**config.mk**
```make
export PLATFORM = sky130hd
export DESIGN_NAME = pcxt_audio_top
export DESIGN_NICKNAME = d
export VERILOG_FILES = /design/src/hw/audio_cfg_pkg.sv /design/src/hw/audio_types_pkg.sv /design/src/hw/pcxt_audio_top.sv /design/src/hw/snd_capture.sv /design/src/hw/snd_compressor.sv /design/src/hw/snd_mixer.sv
export SDC_FILE = /design/constraint.sdc
export NUM_CORES = 1
export LEC_CHECK = 0
export BUFFER_PORTS_ARGS = -buffer_cell sky130_fd_sc_hd__buf_2
export CORE_ASPECT_RATIO = 1.5
export CORE_MARGIN = 2
export CORE_UTILIZATION = 29
export DETAILED_ROUTE_END_ITERATION = 12
export PLACE_DENSITY = 0.41
export SLEW_MARGIN = 20
export SYNTH_ARGS = -nofsm -noshare
export SYNTH_HDL_FRONTEND = slang
export SYNTH_SLANG_ARGS = --single-unit
```
**constraint.sdc**
```tcl
create_clock -name clk_chipset -period 7.2 [get_ports clk_chipset]
set_input_delay 1.08 -clock clk_chipset [delete_from_list [all_inputs] [get_ports clk_chipset]]
set_output_delay 1.08 -clock clk_chipset [all_outputs]
set_load 0.05 [all_outputs]
```
**src/hw/audio_cfg_pkg.sv**
```systemverilog
// Audio settings, compressor mode and fixed compressor curve constants
`default_nettype none

package audio_cfg_pkg;

	////////////////////////////////////////////////////////////
	// Setting types
	////////////////////////////////////////////////////////////

	// Volume as a left shift, term times 2**value
	typedef logic [1:0] vol_shift_t;

	// Zero is off, bit 1 picks curve B over curve A
	typedef logic [1:0] comp_mode_t;

	typedef struct packed {
		vol_shift_t spk_vol;
		vol_shift_t psg_vol;
		comp_mode_t comp_mode;
	} audio_cfg_t;

	////////////////////////////////////////////////////////////
	// Compressor curves
	////////////////////////////////////////////////////////////

	// Knee is where the linear gain segment meets the flat segment,
	// (32767 * (factor - 1)) / (factor * gain - 1) + 1, base = knee * gain

	// Curve A, gentle
	localparam int COMP_A_FACTOR = 4;
	localparam int COMP_A_GAIN   = 2;
	localparam int COMP_A_KNEE   = 14044;
	localparam int COMP_A_BASE   = 28088;

	// Curve B, strong
	localparam int COMP_B_FACTOR = 8;
	localparam int COMP_B_GAIN   = 4;
	localparam int COMP_B_KNEE   = 7400;
	localparam int COMP_B_BASE   = 29600;

	////////////////////////////////////////////////////////////
	// Source weights
	////////////////////////////////////////////////////////////

	// One generator step before the volume shift
	localparam int PSG_TERM_SCALE  = 16;

	// Speaker cone driven, before the volume shift
	localparam int SPK_TERM_WEIGHT = 2048;

endpackage

`default_nettype wire

```
**src/hw/audio_types_pkg.sv**
```systemverilog
// Audio sample types and the packed structs that carry samples between stages
`default_nettype none

package audio_types_pkg;

	////////////////////////////////////////////////////////////
	// Source sample widths
	////////////////////////////////////////////////////////////

	// FM synthesizer output, two's complement
	typedef logic signed [15:0] fm_sample_t;

	// Sound generator level, unsigned
	typedef logic [7:0] psg_level_t;

	// One scaled source term, one bit of headroom over the output
	typedef logic signed [16:0] mix_term_t;

	// Final output sample
	typedef logic signed [15:0] audio_sample_t;

	////////////////////////////////////////////////////////////
	// Stage bundles
	////////////////////////////////////////////////////////////

	// Raw source levels, speaker is active low
	typedef struct packed {
		fm_sample_t fm;
		psg_level_t psg;
		logic       speaker;
	} snd_src_t;

	// Scaled terms handed from capture to the mixer
	typedef struct packed {
		mix_term_t fm_term;
		mix_term_t psg_term;
		mix_term_t spk_term;
	} snd_terms_t;

endpackage

`default_nettype wire

```
**src/hw/pcxt_audio_top.sv**
```systemverilog
// Audio path top level, capture then mixer then compressor
`default_nettype none

module pcxt_audio_top
	import audio_types_pkg::*;
	import audio_cfg_pkg::*;
(
	input  logic          clk_chipset,
	input  logic          reset,
	input  snd_src_t      src,
	input  audio_cfg_t    cfg,
	output audio_sample_t audio_out
);

	// Scaled terms, capture to mixer
	snd_terms_t terms;

	// Clamped mix, mixer to compressor
	audio_sample_t mix;

	////////////////////////////////////////////////////////////
	// Stages
	////////////////////////////////////////////////////////////

	snd_capture capture_i (
		.clk_chipset (clk_chipset),
		.reset       (reset),
		.src         (src),
		.cfg         (cfg),
		.terms       (terms)
	);

	snd_mixer mixer_i (
		.clk_chipset (clk_chipset),
		.reset       (reset),
		.terms       (terms),
		.mix         (mix)
	);

	// Mode goes straight through, the output select is combinational
	snd_compressor compressor_i (
		.clk_chipset (clk_chipset),
		.reset       (reset),
		.mix         (mix),
		.comp_mode   (cfg.comp_mode),
		.audio_out   (audio_out)
	);

endmodule

`default_nettype wire

```
**src/hw/snd_capture.sv**
```systemverilog
// Source capture with stability filter and volume scaling of the three sources
`default_nettype none

module snd_capture
	import audio_types_pkg::*;
	import audio_cfg_pkg::*;
(
	input  logic       clk_chipset,
	input  logic       reset,
	input  snd_src_t   src,
	input  audio_cfg_t cfg,
	output snd_terms_t terms
);

	////////////////////////////////////////////////////////////
	// Stability filter
	////////////////////////////////////////////////////////////

	// Two sample stages per source, held copy moves only on agreement
	fm_sample_t fm_s0;
	fm_sample_t fm_s1;
	fm_sample_t fm_held;

	psg_level_t psg_s0;
	psg_level_t psg_s1;
	psg_level_t psg_held;

	// Speaker is a single bit, no filter
	mix_term_t spk_term_q;

	// Generator level widened for scaling
	mix_term_t psg_ext;

	always_ff @(posedge clk_chipset, posedge reset) begin
		if (reset) begin
			fm_s0    <= '0;
			fm_s1    <= '0;
			fm_held  <= '0;
			psg_s0   <= '0;
			psg_s1   <= '0;
			psg_held <= '0;
		end else begin
			fm_s0  <= src.fm;
			fm_s1  <= fm_s0;
			psg_s0 <= src.psg;
			psg_s1 <= psg_s0;

			// Seen on two edges in a row
			if (fm_s0 == fm_s1)
				fm_held <= fm_s1;
			if (psg_s0 == psg_s1)
				psg_held <= psg_s1;
		end
	end

	////////////////////////////////////////////////////////////
	// Speaker term
	////////////////////////////////////////////////////////////

	always_ff @(posedge clk_chipset, posedge reset) begin
		if (reset) begin
			spk_term_q <= '0;
		end else if (!src.speaker) begin
			// Low level drives the cone
			spk_term_q <= mix_term_t'(SPK_TERM_WEIGHT << cfg.spk_vol);
		end else begin
			spk_term_q <= '0;
		end
	end

	////////////////////////////////////////////////////////////
	// Term assembly
	////////////////////////////////////////////////////////////

	assign psg_ext = {9'd0, psg_held};

	always_comb begin
		// FM is already signed, sign extend only
		terms.fm_term  = mix_term_t'(fm_held);
		// At most 255 * 8 * 16, stays positive in 17 bits
		terms.psg_term = mix_term_t'((psg_ext <<< cfg.psg_vol) * PSG_TERM_SCALE);
		terms.spk_term = spk_term_q;
	end

endmodule

`default_nettype wire

```
**src/hw/snd_compressor.sv**
```systemverilog
// Two-curve dynamic range compressor with output select by compressor mode
`default_nettype none

module snd_compressor
	import audio_types_pkg::*;
	import audio_cfg_pkg::*;
(
	input  logic          clk_chipset,
	input  logic          reset,
	input  audio_sample_t mix,
	input  comp_mode_t    comp_mode,
	output audio_sample_t audio_out
);

	////////////////////////////////////////////////////////////
	// Curve shape
	////////////////////////////////////////////////////////////

	// Linear gain below the knee, flattened slope above it
	function automatic logic [16:0] curve_value(
		input logic [15:0] mag,
		input int          knee,
		input int          gain,
		input int          factor,
		input int          base
	);
		logic [16:0] below;
		logic [16:0] above;
		begin
			below = 17'(mag * gain);
			above = 17'(((mag - knee) / factor) + base);
			return (mag < knee) ? below : above;
		end
	endfunction

	////////////////////////////////////////////////////////////
	// Magnitude path
	////////////////////////////////////////////////////////////

	logic [15:0]   mag;
	logic [16:0]   curve_a;
	logic [16:0]   curve_b;
	logic [16:0]   picked;
	logic [15:0]   limited;
	audio_sample_t shaped;

	// Registered compressed sample
	audio_sample_t compressed;

	always_comb begin
		// 8000 maps to 32768, still fits unsigned
		mag     = mix[15] ? 16'(-mix) : 16'(mix);
		curve_a = curve_value(mag, COMP_A_KNEE, COMP_A_GAIN, COMP_A_FACTOR, COMP_A_BASE);
		curve_b = curve_value(mag, COMP_B_KNEE, COMP_B_GAIN, COMP_B_FACTOR, COMP_B_BASE);
		picked  = comp_mode[1] ? curve_b : curve_a;

		// Near full scale the flat segment runs a few counts past 7fff,
		// limit so the restored sign stays right
		if (picked > 17'd32767)
			limited = 16'h7fff;
		else
			limited = picked[15:0];

		// Restore sign
		shaped = mix[15] ? (~limited + 16'd1) : limited;
	end

	always_ff @(posedge clk_chipset, posedge reset) begin
		if (reset) begin
			compressed <= '0;
		end else begin
			compressed <= shaped;
		end
	end

	////////////////////////////////////////////////////////////
	// Output select
	////////////////////////////////////////////////////////////

	// Mode change shows at the output in the same cycle
	assign audio_out = (comp_mode != '0) ? compressed : mix;

endmodule

`default_nettype wire

```
**src/hw/snd_mixer.sv**
```systemverilog
// Mixer stage, registered 17-bit sum of the source terms and clamp to 16 bits
`default_nettype none

module snd_mixer
	import audio_types_pkg::*;
(
	input  logic          clk_chipset,
	input  logic          reset,
	input  snd_terms_t    terms,
	output audio_sample_t mix
);

	// Sum stage, wraps in 17 bits
	mix_term_t sum;

	// Clamped sample before it leaves the stage
	audio_sample_t clamped;

	// Top two bits differ when the sum left the 16-bit range
	logic overflow;

	always_ff @(posedge clk_chipset, posedge reset) begin
		if (reset) begin
			sum <= '0;
		end else begin
			sum <= terms.fm_term + terms.psg_term + terms.spk_term;
		end
	end

	assign overflow = sum[16] ^ sum[15];

	always_comb begin
		if (overflow) begin
			// Negative sum gives 8000, positive gives 7fff
			clamped = {sum[16], {15{~sum[16]}}};
		end else begin
			clamped = sum[15:0];
		end
	end

	always_ff @(posedge clk_chipset, posedge reset) begin
		if (reset) begin
			mix <= '0;
		end else begin
			mix <= clamped;
		end
	end

endmodule

`default_nettype wire

```
==> flow_metrics.env, run 1 <==
export IMPL_cp_required_ps=7510
export IMPL_yosysSeqAreaShare=0.402
export IMPL_endpoint_kind="register"
export IMPL_timing_rr_start="mixer_i.mix[15]$_DFF_PP0_"
export IMPL_numClockSinks=125
export IMPL_synth_seq_cells=125
export IMPL_cts_root_buf="clkbuf_16"
export IMPL_synthFlopType="dfrtp_1"
export IMPL_reg2regPathDepth=19
export IMPL_ys_top_cells_by_area="dfrtp_1 40%, mux2_2 6.1%, xnor2_1 4.5%, ha_1 4.3%, xor2_1 3.7%"
export IMPL_cp_max_fo=22
export IMPL_first_pass_iters=5
export IMPL_rsz0062_at_grt="no"
export IMPL_setup_viol=0
export IMPL_min_path_type="reg2reg"
export IMPL_port_buffers=48
export IMPL_drt_iter0_markers=281
export IMPL_p_sw_frac=0.374
export IMPL_synth_nets=791
export IMPL_overflow=0
export IMPL_layout_commonest_cell="dfrtp_1"
export IMPL_antenna_found_initial=0
export IMPL_antennaDiodeCount=0
export IMPL_fp_dieW_um=138
export IMPL_tightest_slew_ps=1130
export IMPL_numCtsBuffers=17
export IMPL_cts_tree="done"
export IMPL_io_pin_count=49
export IMPL_layout_drive_gt1_share=0.241
export IMPL_status="finished clean"
export IMPL_ys_warn_count=0
export IMPL_power_density_nw_per_um2=272
export IMPL_ctsHoldBuffers=0
export IMPL_dp_hpwl_mm=17.8
export IMPL_fillers=2707
export IMPL_holdPathStages=0
export IMPL_finalHoldViolCount=0
export IMPL_r2r_end="compressor_i.compressed[12]$_DFF_PP0_"
export IMPL_path_class="reg2reg"
export IMPL_report_final_slew_viol_count=0
export IMPL_vias=5848
export IMPL_synth_async_reset_ratio=1.00
export IMPL_core_um2=26500
export IMPL_grt_max_degree=65
export IMPL_synth_edff_count=0
export IMPL_clk_path_buf_depth=2
export IMPL_rows=73
export IMPL_arrival_ps=6680
export IMPL_htreeDepth=4
export IMPL_critPathSlowestCell="dfrtp_1"
export IMPL_grt_usage=0.171
export IMPL_synth_area_um2=7790
export IMPL_ir_drop_v=0.000205
export IMPL_clock_latency_ps=420
export IMPL_start_kind="register"
export IMPL_p_switching_uw=912
export IMPL_postPlaceCellArea_um2=8370
export IMPL_final_net_count=835
export IMPL_final_cell_area_um2=8950
export IMPL_worst_hold_slack_ps=378
export IMPL_hp_start="capture_i.fm_held[2]$_DFFE_PP0N_"
export IMPL_p_int_mw=1.52
export IMPL_gp_congestion=0.890
export IMPL_skew_ps=16.2
export IMPL_critPathMaxStageDelay_ps=840
export IMPL_wl_mm=22.7
export IMPL_die_h_um=205
export IMPL_wire_per_inst_um=20.2
export IMPL_fmax_mhz=157
export IMPL_yosys_area_top_type="dfrtp_1"
export IMPL_fin_crit_ps=6370
export IMPL_cap_violations=0
export IMPL_via_per_inst=5.22
export IMPL_syn2layout_area_growth_pct=15.0
export IMPL_initial_utilization=0.294
export IMPL_dieArea_um2=28200
export IMPL_leakage_nw=4.04
export IMPL_final_cell_mix="125 x dfrtp_1, 48 x buf_2, 43 x nand2_1"
export IMPL_cts_resized=0
export IMPL_relSlewSlack=0.244
export IMPL_setup_tns_ps=0
export IMPL_syn_instance_count=726
export IMPL_synthDominantCellAreaShare=0.402
export IMPL_p_clk_frac=0.341
export IMPL_antenna_left=0
export IMPL_fin_crit_sh=0.885
export IMPL_share_comb_of_total_power=0.318
export IMPL_avgSynthCellArea_um2=10.7
export IMPL_yosysUniqueCellTypes=96
export IMPL_grt_pass1_vias=6146
export IMPL_worstPathCellList="buf_4, nor2b_1, xor2_1, ha_1, inv_1, o211ai_1, a21boi_2, xnor2_1, a211oi_1, a21o_1, a31oi_1, o2bb2ai_1, a211oi_1, ha_1, and4b_1, and4_1, nand4_2, nor4b_1, and3b_1"
export IMPL_r2r_setup_slack_ps=830
export IMPL_clkSlewWorstSetupHoldPaths_ps=70
export IMPL_grt_pass1_wl_mm=35.5
export IMPL_p_seq_frac=0.341
export IMPL_drc=0
export IMPL_post_cts_buffers=0
export IMPL_hold_end="mixer_i.sum[2]$_DFF_PP0_"
-- power by group through the flow --
stage	clock [mW]	combinational (mW)	sequential, mW
6_report	0.831	0.774	0.830
3_3_place_gp	0	0.773	0.841
3_5_place_dp	0	0.771	0.843
5_1_grt	0.895	0.833	0.839
4_1_cts	0.862	0.774	0.831
2_1_floorplan	0	0.587	0.814
-- sequential cells by signal (all words and copies together) (netlist names) --
signal                   count
capture_i.psg_s0             8
capture_i.fm_held           16
compressor_i.compressed     16
capture_i.fm_s1             16
capture_i.psg_s1             8
capture_i.psg_held           8
capture_i.spk_term_q         4
mixer_i.sum                 17
capture_i.fm_s0             16
mixer_i.mix                 16
-- cells by family after synthesis --
| logic type | count (synthesis) | share of synthesized area |
|---|---|---|
| muxes | 59 | 0.0858 |
| DFF | 125 | 0.402 |
| AOI/OAI and AO/OA | 183 | 0.189 |
| and+or+nand+nor | 199 | 0.140 |
| buffers and inverters | 48 | 0.0265 |
| xor gates and xnor gates | 80 | 0.100 |
| adders and majority gates | 32 | 0.0562 |
-- cells in the mapped netlist, types with 4 or more instances --
cell type  instances
buf_2             11
nor3b_1            5
a21o_1            26
inv_1             14
o31ai_2            5
nand2_1           43
clkbuf_1          16
nor2_1            40
o21ai_1            5
ha_1              27
or3_1              6
o31ai_1            6
nand2b_1           7
a211oi_1           8
dfrtp_1          125
nor2b_1           12
or4_1              5
nor4_1            11
o211ai_1           7
nor2_2             4
o21bai_1           6
nand4_1            4
fa_1               5
nor3_1            14
nand3_1           17
a31oi_1            7
xor2_1            33
mux2_2            42
o22ai_1            6
xor2_2             4
xnor2_1           40
and2_1             6
mux2i_1           15
a21oi_1           34
o21ai_0           14
-- worst max-delay path: cells and delay by family (launching register included) --
family | cells | cell delay (ps)
AO/OA/AOI/OAI | 7 | 2440
XOR/XNOR | 2 | 540
adder cells (fa/ha/maj) | 2 | 530
buffers and inverters | 2 | 500
flip-flops | 1 | 840
AND/OR/NAND/NOR | 6 | 1370
-- cell type report --
cell class	instances	area, um^2	area share
Multi-Input combinational cell	553	4460	0.498
Sequential cell	125	3130	0.349
Clock buffer	18	429	0.0479
Tap cell	337	422	0.0471
Timing Repair Buffer	57	308	0.0344
Clock inverter	14	149	0.0166
Inverter	16	62.6	0.00699
-- layer usage --
metal / vias to the layer above / GRT usage / routed length [um]
li1: 2740 / - / -
met1: 2901 / 0.168 / 7840
met2: 159 / 0.331 / 13000
met3: 48 / 0.0260 / 644
met4: 0 / 0.0988 / 1210
met5: - / 0 / 0
-- metrics by stage --
step / utilization / cells / worst slack (ps) / power (mW)
floorplan: - / 726 / 2160 / 1.40
global placement: 0.316 / 1088 / 1180 / 1.61
detailed placement: 0.316 / 1088 / 913 / 1.61
CTS: 0.338 / 1120 / 899 / 2.47
global route: 0.338 / 1120 / 301 / 2.57
finish: 0.338 / 1120 / 827 / 2.44
-- worst max-delay path by stage --
stage	startpoint	endpoint	slack, ps	cells past startpoint
after global placement	mixer_i.mix[15]$_DFF_PP0_	compressor_i.compressed[12]$_DFF_PP0_	1180	19
after detailed placement	mixer_i.mix[15]$_DFF_PP0_	compressor_i.compressed[12]$_DFF_PP0_	910	19
after floorplan	mixer_i.mix[0]$_DFF_PP0_	compressor_i.compressed[12]$_DFF_PP0_	2160	23
after CTS	mixer_i.mix[15]$_DFF_PP0_	compressor_i.compressed[12]$_DFF_PP0_	900	19
after global routing	mixer_i.mix[15]$_DFF_PP0_	compressor_i.compressed[12]$_DFF_PP0_	300	19
final	mixer_i.mix[15]$_DFF_PP0_	compressor_i.compressed[12]$_DFF_PP0_	830	19
(Power assumes the default switching activity.)
==> inputs of run 2 (changes only) <==
--- a/config.mk
+++ b/config.mk
@@ -10,7 +10,7 @@
 export CORE_MARGIN = 2
 export CORE_UTILIZATION = 29
 export DETAILED_ROUTE_END_ITERATION = 12
-export PLACE_DENSITY = 0.41
+export PLACE_DENSITY = 0.53
 export SLEW_MARGIN = 20
 export SYNTH_ARGS = -nofsm -noshare
 export SYNTH_HDL_FRONTEND = slang
==> run 2 against run 1 <==
Effect of this change: global-route usage fell by 1.6 points; non-clock buffer count is 1 higher; clock skew shrank 6.8 ps.
==> flow_metrics.env, run 2 (synthesis gave the netlist of run 1 again) <==
export IMPL_status="finished clean"
export IMPL_rows=73
export IMPL_power_density_nw_per_um2=270
export IMPL_antenna_found_initial=0
export IMPL_skew_ps=9.41
export IMPL_postPlaceCellArea_um2=8380
export IMPL_arrival_ps=6240
export IMPL_port_buffers=48
export IMPL_wire_per_inst_um=18.5
export IMPL_numCtsBuffers=17
export IMPL_worst_hold_slack_ps=369
export IMPL_fillers=2703
export IMPL_clk_path_buf_depth=2
export IMPL_endpoint_kind="register"
export IMPL_post_cts_buffers=0
export IMPL_drc=0
export IMPL_path_class="reg2reg"
export IMPL_antenna_left=0
export IMPL_layout_drive_gt1_share=0.241
export IMPL_setup_viol=0
export IMPL_first_pass_iters=5
export IMPL_fmax_mhz=169
export IMPL_core_um2=26500
export IMPL_rsz0062_at_grt="no"
export IMPL_die_h_um=205
export IMPL_cts_root_buf="clkbuf_16"
export IMPL_wl_mm=20.7
export IMPL_grt_max_degree=66
export IMPL_final_net_count=836
export IMPL_setup_tns_ps=0
export IMPL_gp_congestion=0.939
export IMPL_vias=5852
export IMPL_layout_commonest_cell="dfrtp_1"
export IMPL_largest_reg_flops=17
export IMPL_ir_drop_v=0.000187
export IMPL_relSlewSlack=0.320
export IMPL_post_place_ws_ps=1400
export IMPL_drt_iter0_markers=271
export IMPL_finalHoldViolCount=0
export IMPL_clkSlewWorstSetupHoldPaths_ps=60
export IMPL_final_cell_mix="125 x dfrtp_1, 48 x buf_2, 43 x nand2_1"
export IMPL_numClockSinks=125
export IMPL_cts_resized=0
export IMPL_antennaDiodeCount=0
export IMPL_overflow=0
export IMPL_fin_crit_sh=0.824
export IMPL_initial_utilization=0.294
export IMPL_fp_dieW_um=138
export IMPL_cp_max_fo=13
export IMPL_setup_slack_ps=1270
export IMPL_max_flop_register="mixer_i.sum"
export IMPL_start_kind="register"
export IMPL_cap_violations=0
export IMPL_clock_latency_ps=420
export IMPL_dp_hpwl_mm=15.9
export IMPL_ctsHoldBuffers=0
export IMPL_grt_usage=0.155
export IMPL_leakage_nw=4.04
export IMPL_grt_pass1_vias=5998
export IMPL_grt_pass1_wl_mm=32.9
export IMPL_via_per_inst=5.22
export IMPL_cp_required_ps=7510
export IMPL_total_power_mw=2.42
export IMPL_report_final_slew_viol_count=0
export IMPL_min_path_type="reg2reg"
export IMPL_final_cell_area_um2=8940
export IMPL_dieArea_um2=28200
export IMPL_io_pin_count=49
export IMPL_fin_crit_ps=5930
export IMPL_htreeDepth=4
export IMPL_cts_tree="done"
export IMPL_syn2layout_area_growth_pct=14.8
export IMPL_tightest_slew_ps=1020
==> run 2: cell count changes in the layout (fill, tap and decap cells not counted), sizes merged <==
cell	delta
clkinv	+2
inv	-1
buf	+1
clkinvlp	-1
==> run 2: worst max-delay path: stages, from the launching register on <==
cell and delay, ps:
dfrtp_1 450, inv_1 110, ha_1 220, or4b_1 700, nor3b_1 400, o31ai_2 190
a21oi_1 500, nor2_1 110, xnor2_1 150, ha_1 330, a2111oi_2 440, a211oi_2 130
nor2_1 160, o2bb2ai_1 80, buf_4 180, a211oi_1 310, ha_1 270, and4b_1 230
and4_1 240, nand4_2 160, nor4b_1 270, and3b_1 200
==> run 2: worst paths after layout <==
path / slack, ps / cells past startpoint / to / start
max: 1270 / 21 / compressor_i.compressed[12]$_DFF_PP0_ / mixer_i.mix[0]$_DFF_PP0_
max reg2reg: 1270 / 21 / compressor_i.compressed[12]$_DFF_PP0_ / mixer_i.mix[0]$_DFF_PP0_
max in group asynchronous: 5120 / 3 / capture_i.psg_s0[6]$_DFF_PP0_ / reset
min: 370 / 0 / mixer_i.sum[2]$_DFF_PP0_ / capture_i.fm_held[2]$_DFFE_PP0N_
min in group asynchronous: 780 / 2 / compressor_i.compressed[15]$_DFF_PP0_ / reset
min reg2reg: 370 / 0 / mixer_i.sum[2]$_DFF_PP0_ / capture_i.fm_held[2]$_DFFE_PP0N_
==> run 2: final cells by class <==
type	instances	area, um^2	area share
clock buffer	18	429	0.0480
clock inverter	14	134	0.0150
inverter	16	62.6	0.00699
multi-input combinational	553	4450	0.498
sequential	125	3130	0.350
tap	337	422	0.0471
timing repair buffer	58	315	0.0353
==> run 2: where the power goes <==
part	total [mW]	switching, mW	internal, mW
Clock	0.815	0.333	0.481
Sequential	0.844	0.0722	0.771
Combinational	0.758	0.492	0.266
==> run 2: stage by stage <==
step / std cells / utilization
final: 1121 / 0.338
after detailed placement: 1089 / 0.316
after CTS: 1121 / 0.338
after global routing: 1121 / 0.338
after global placement: 1089 / 0.316
after floorplan: 726 / -
==> run 2: metal layers <==
layer  GRT usage  part of all wire  vias up  wire length (um)
met2       0.268              0.51      172             10500
li1            -                 -     2759                 -
met4       0.109             0.069        0              1430
met1       0.167              0.38     2857              7900
met3      0.0297             0.039       64               807
met5           0                 0        -                 0
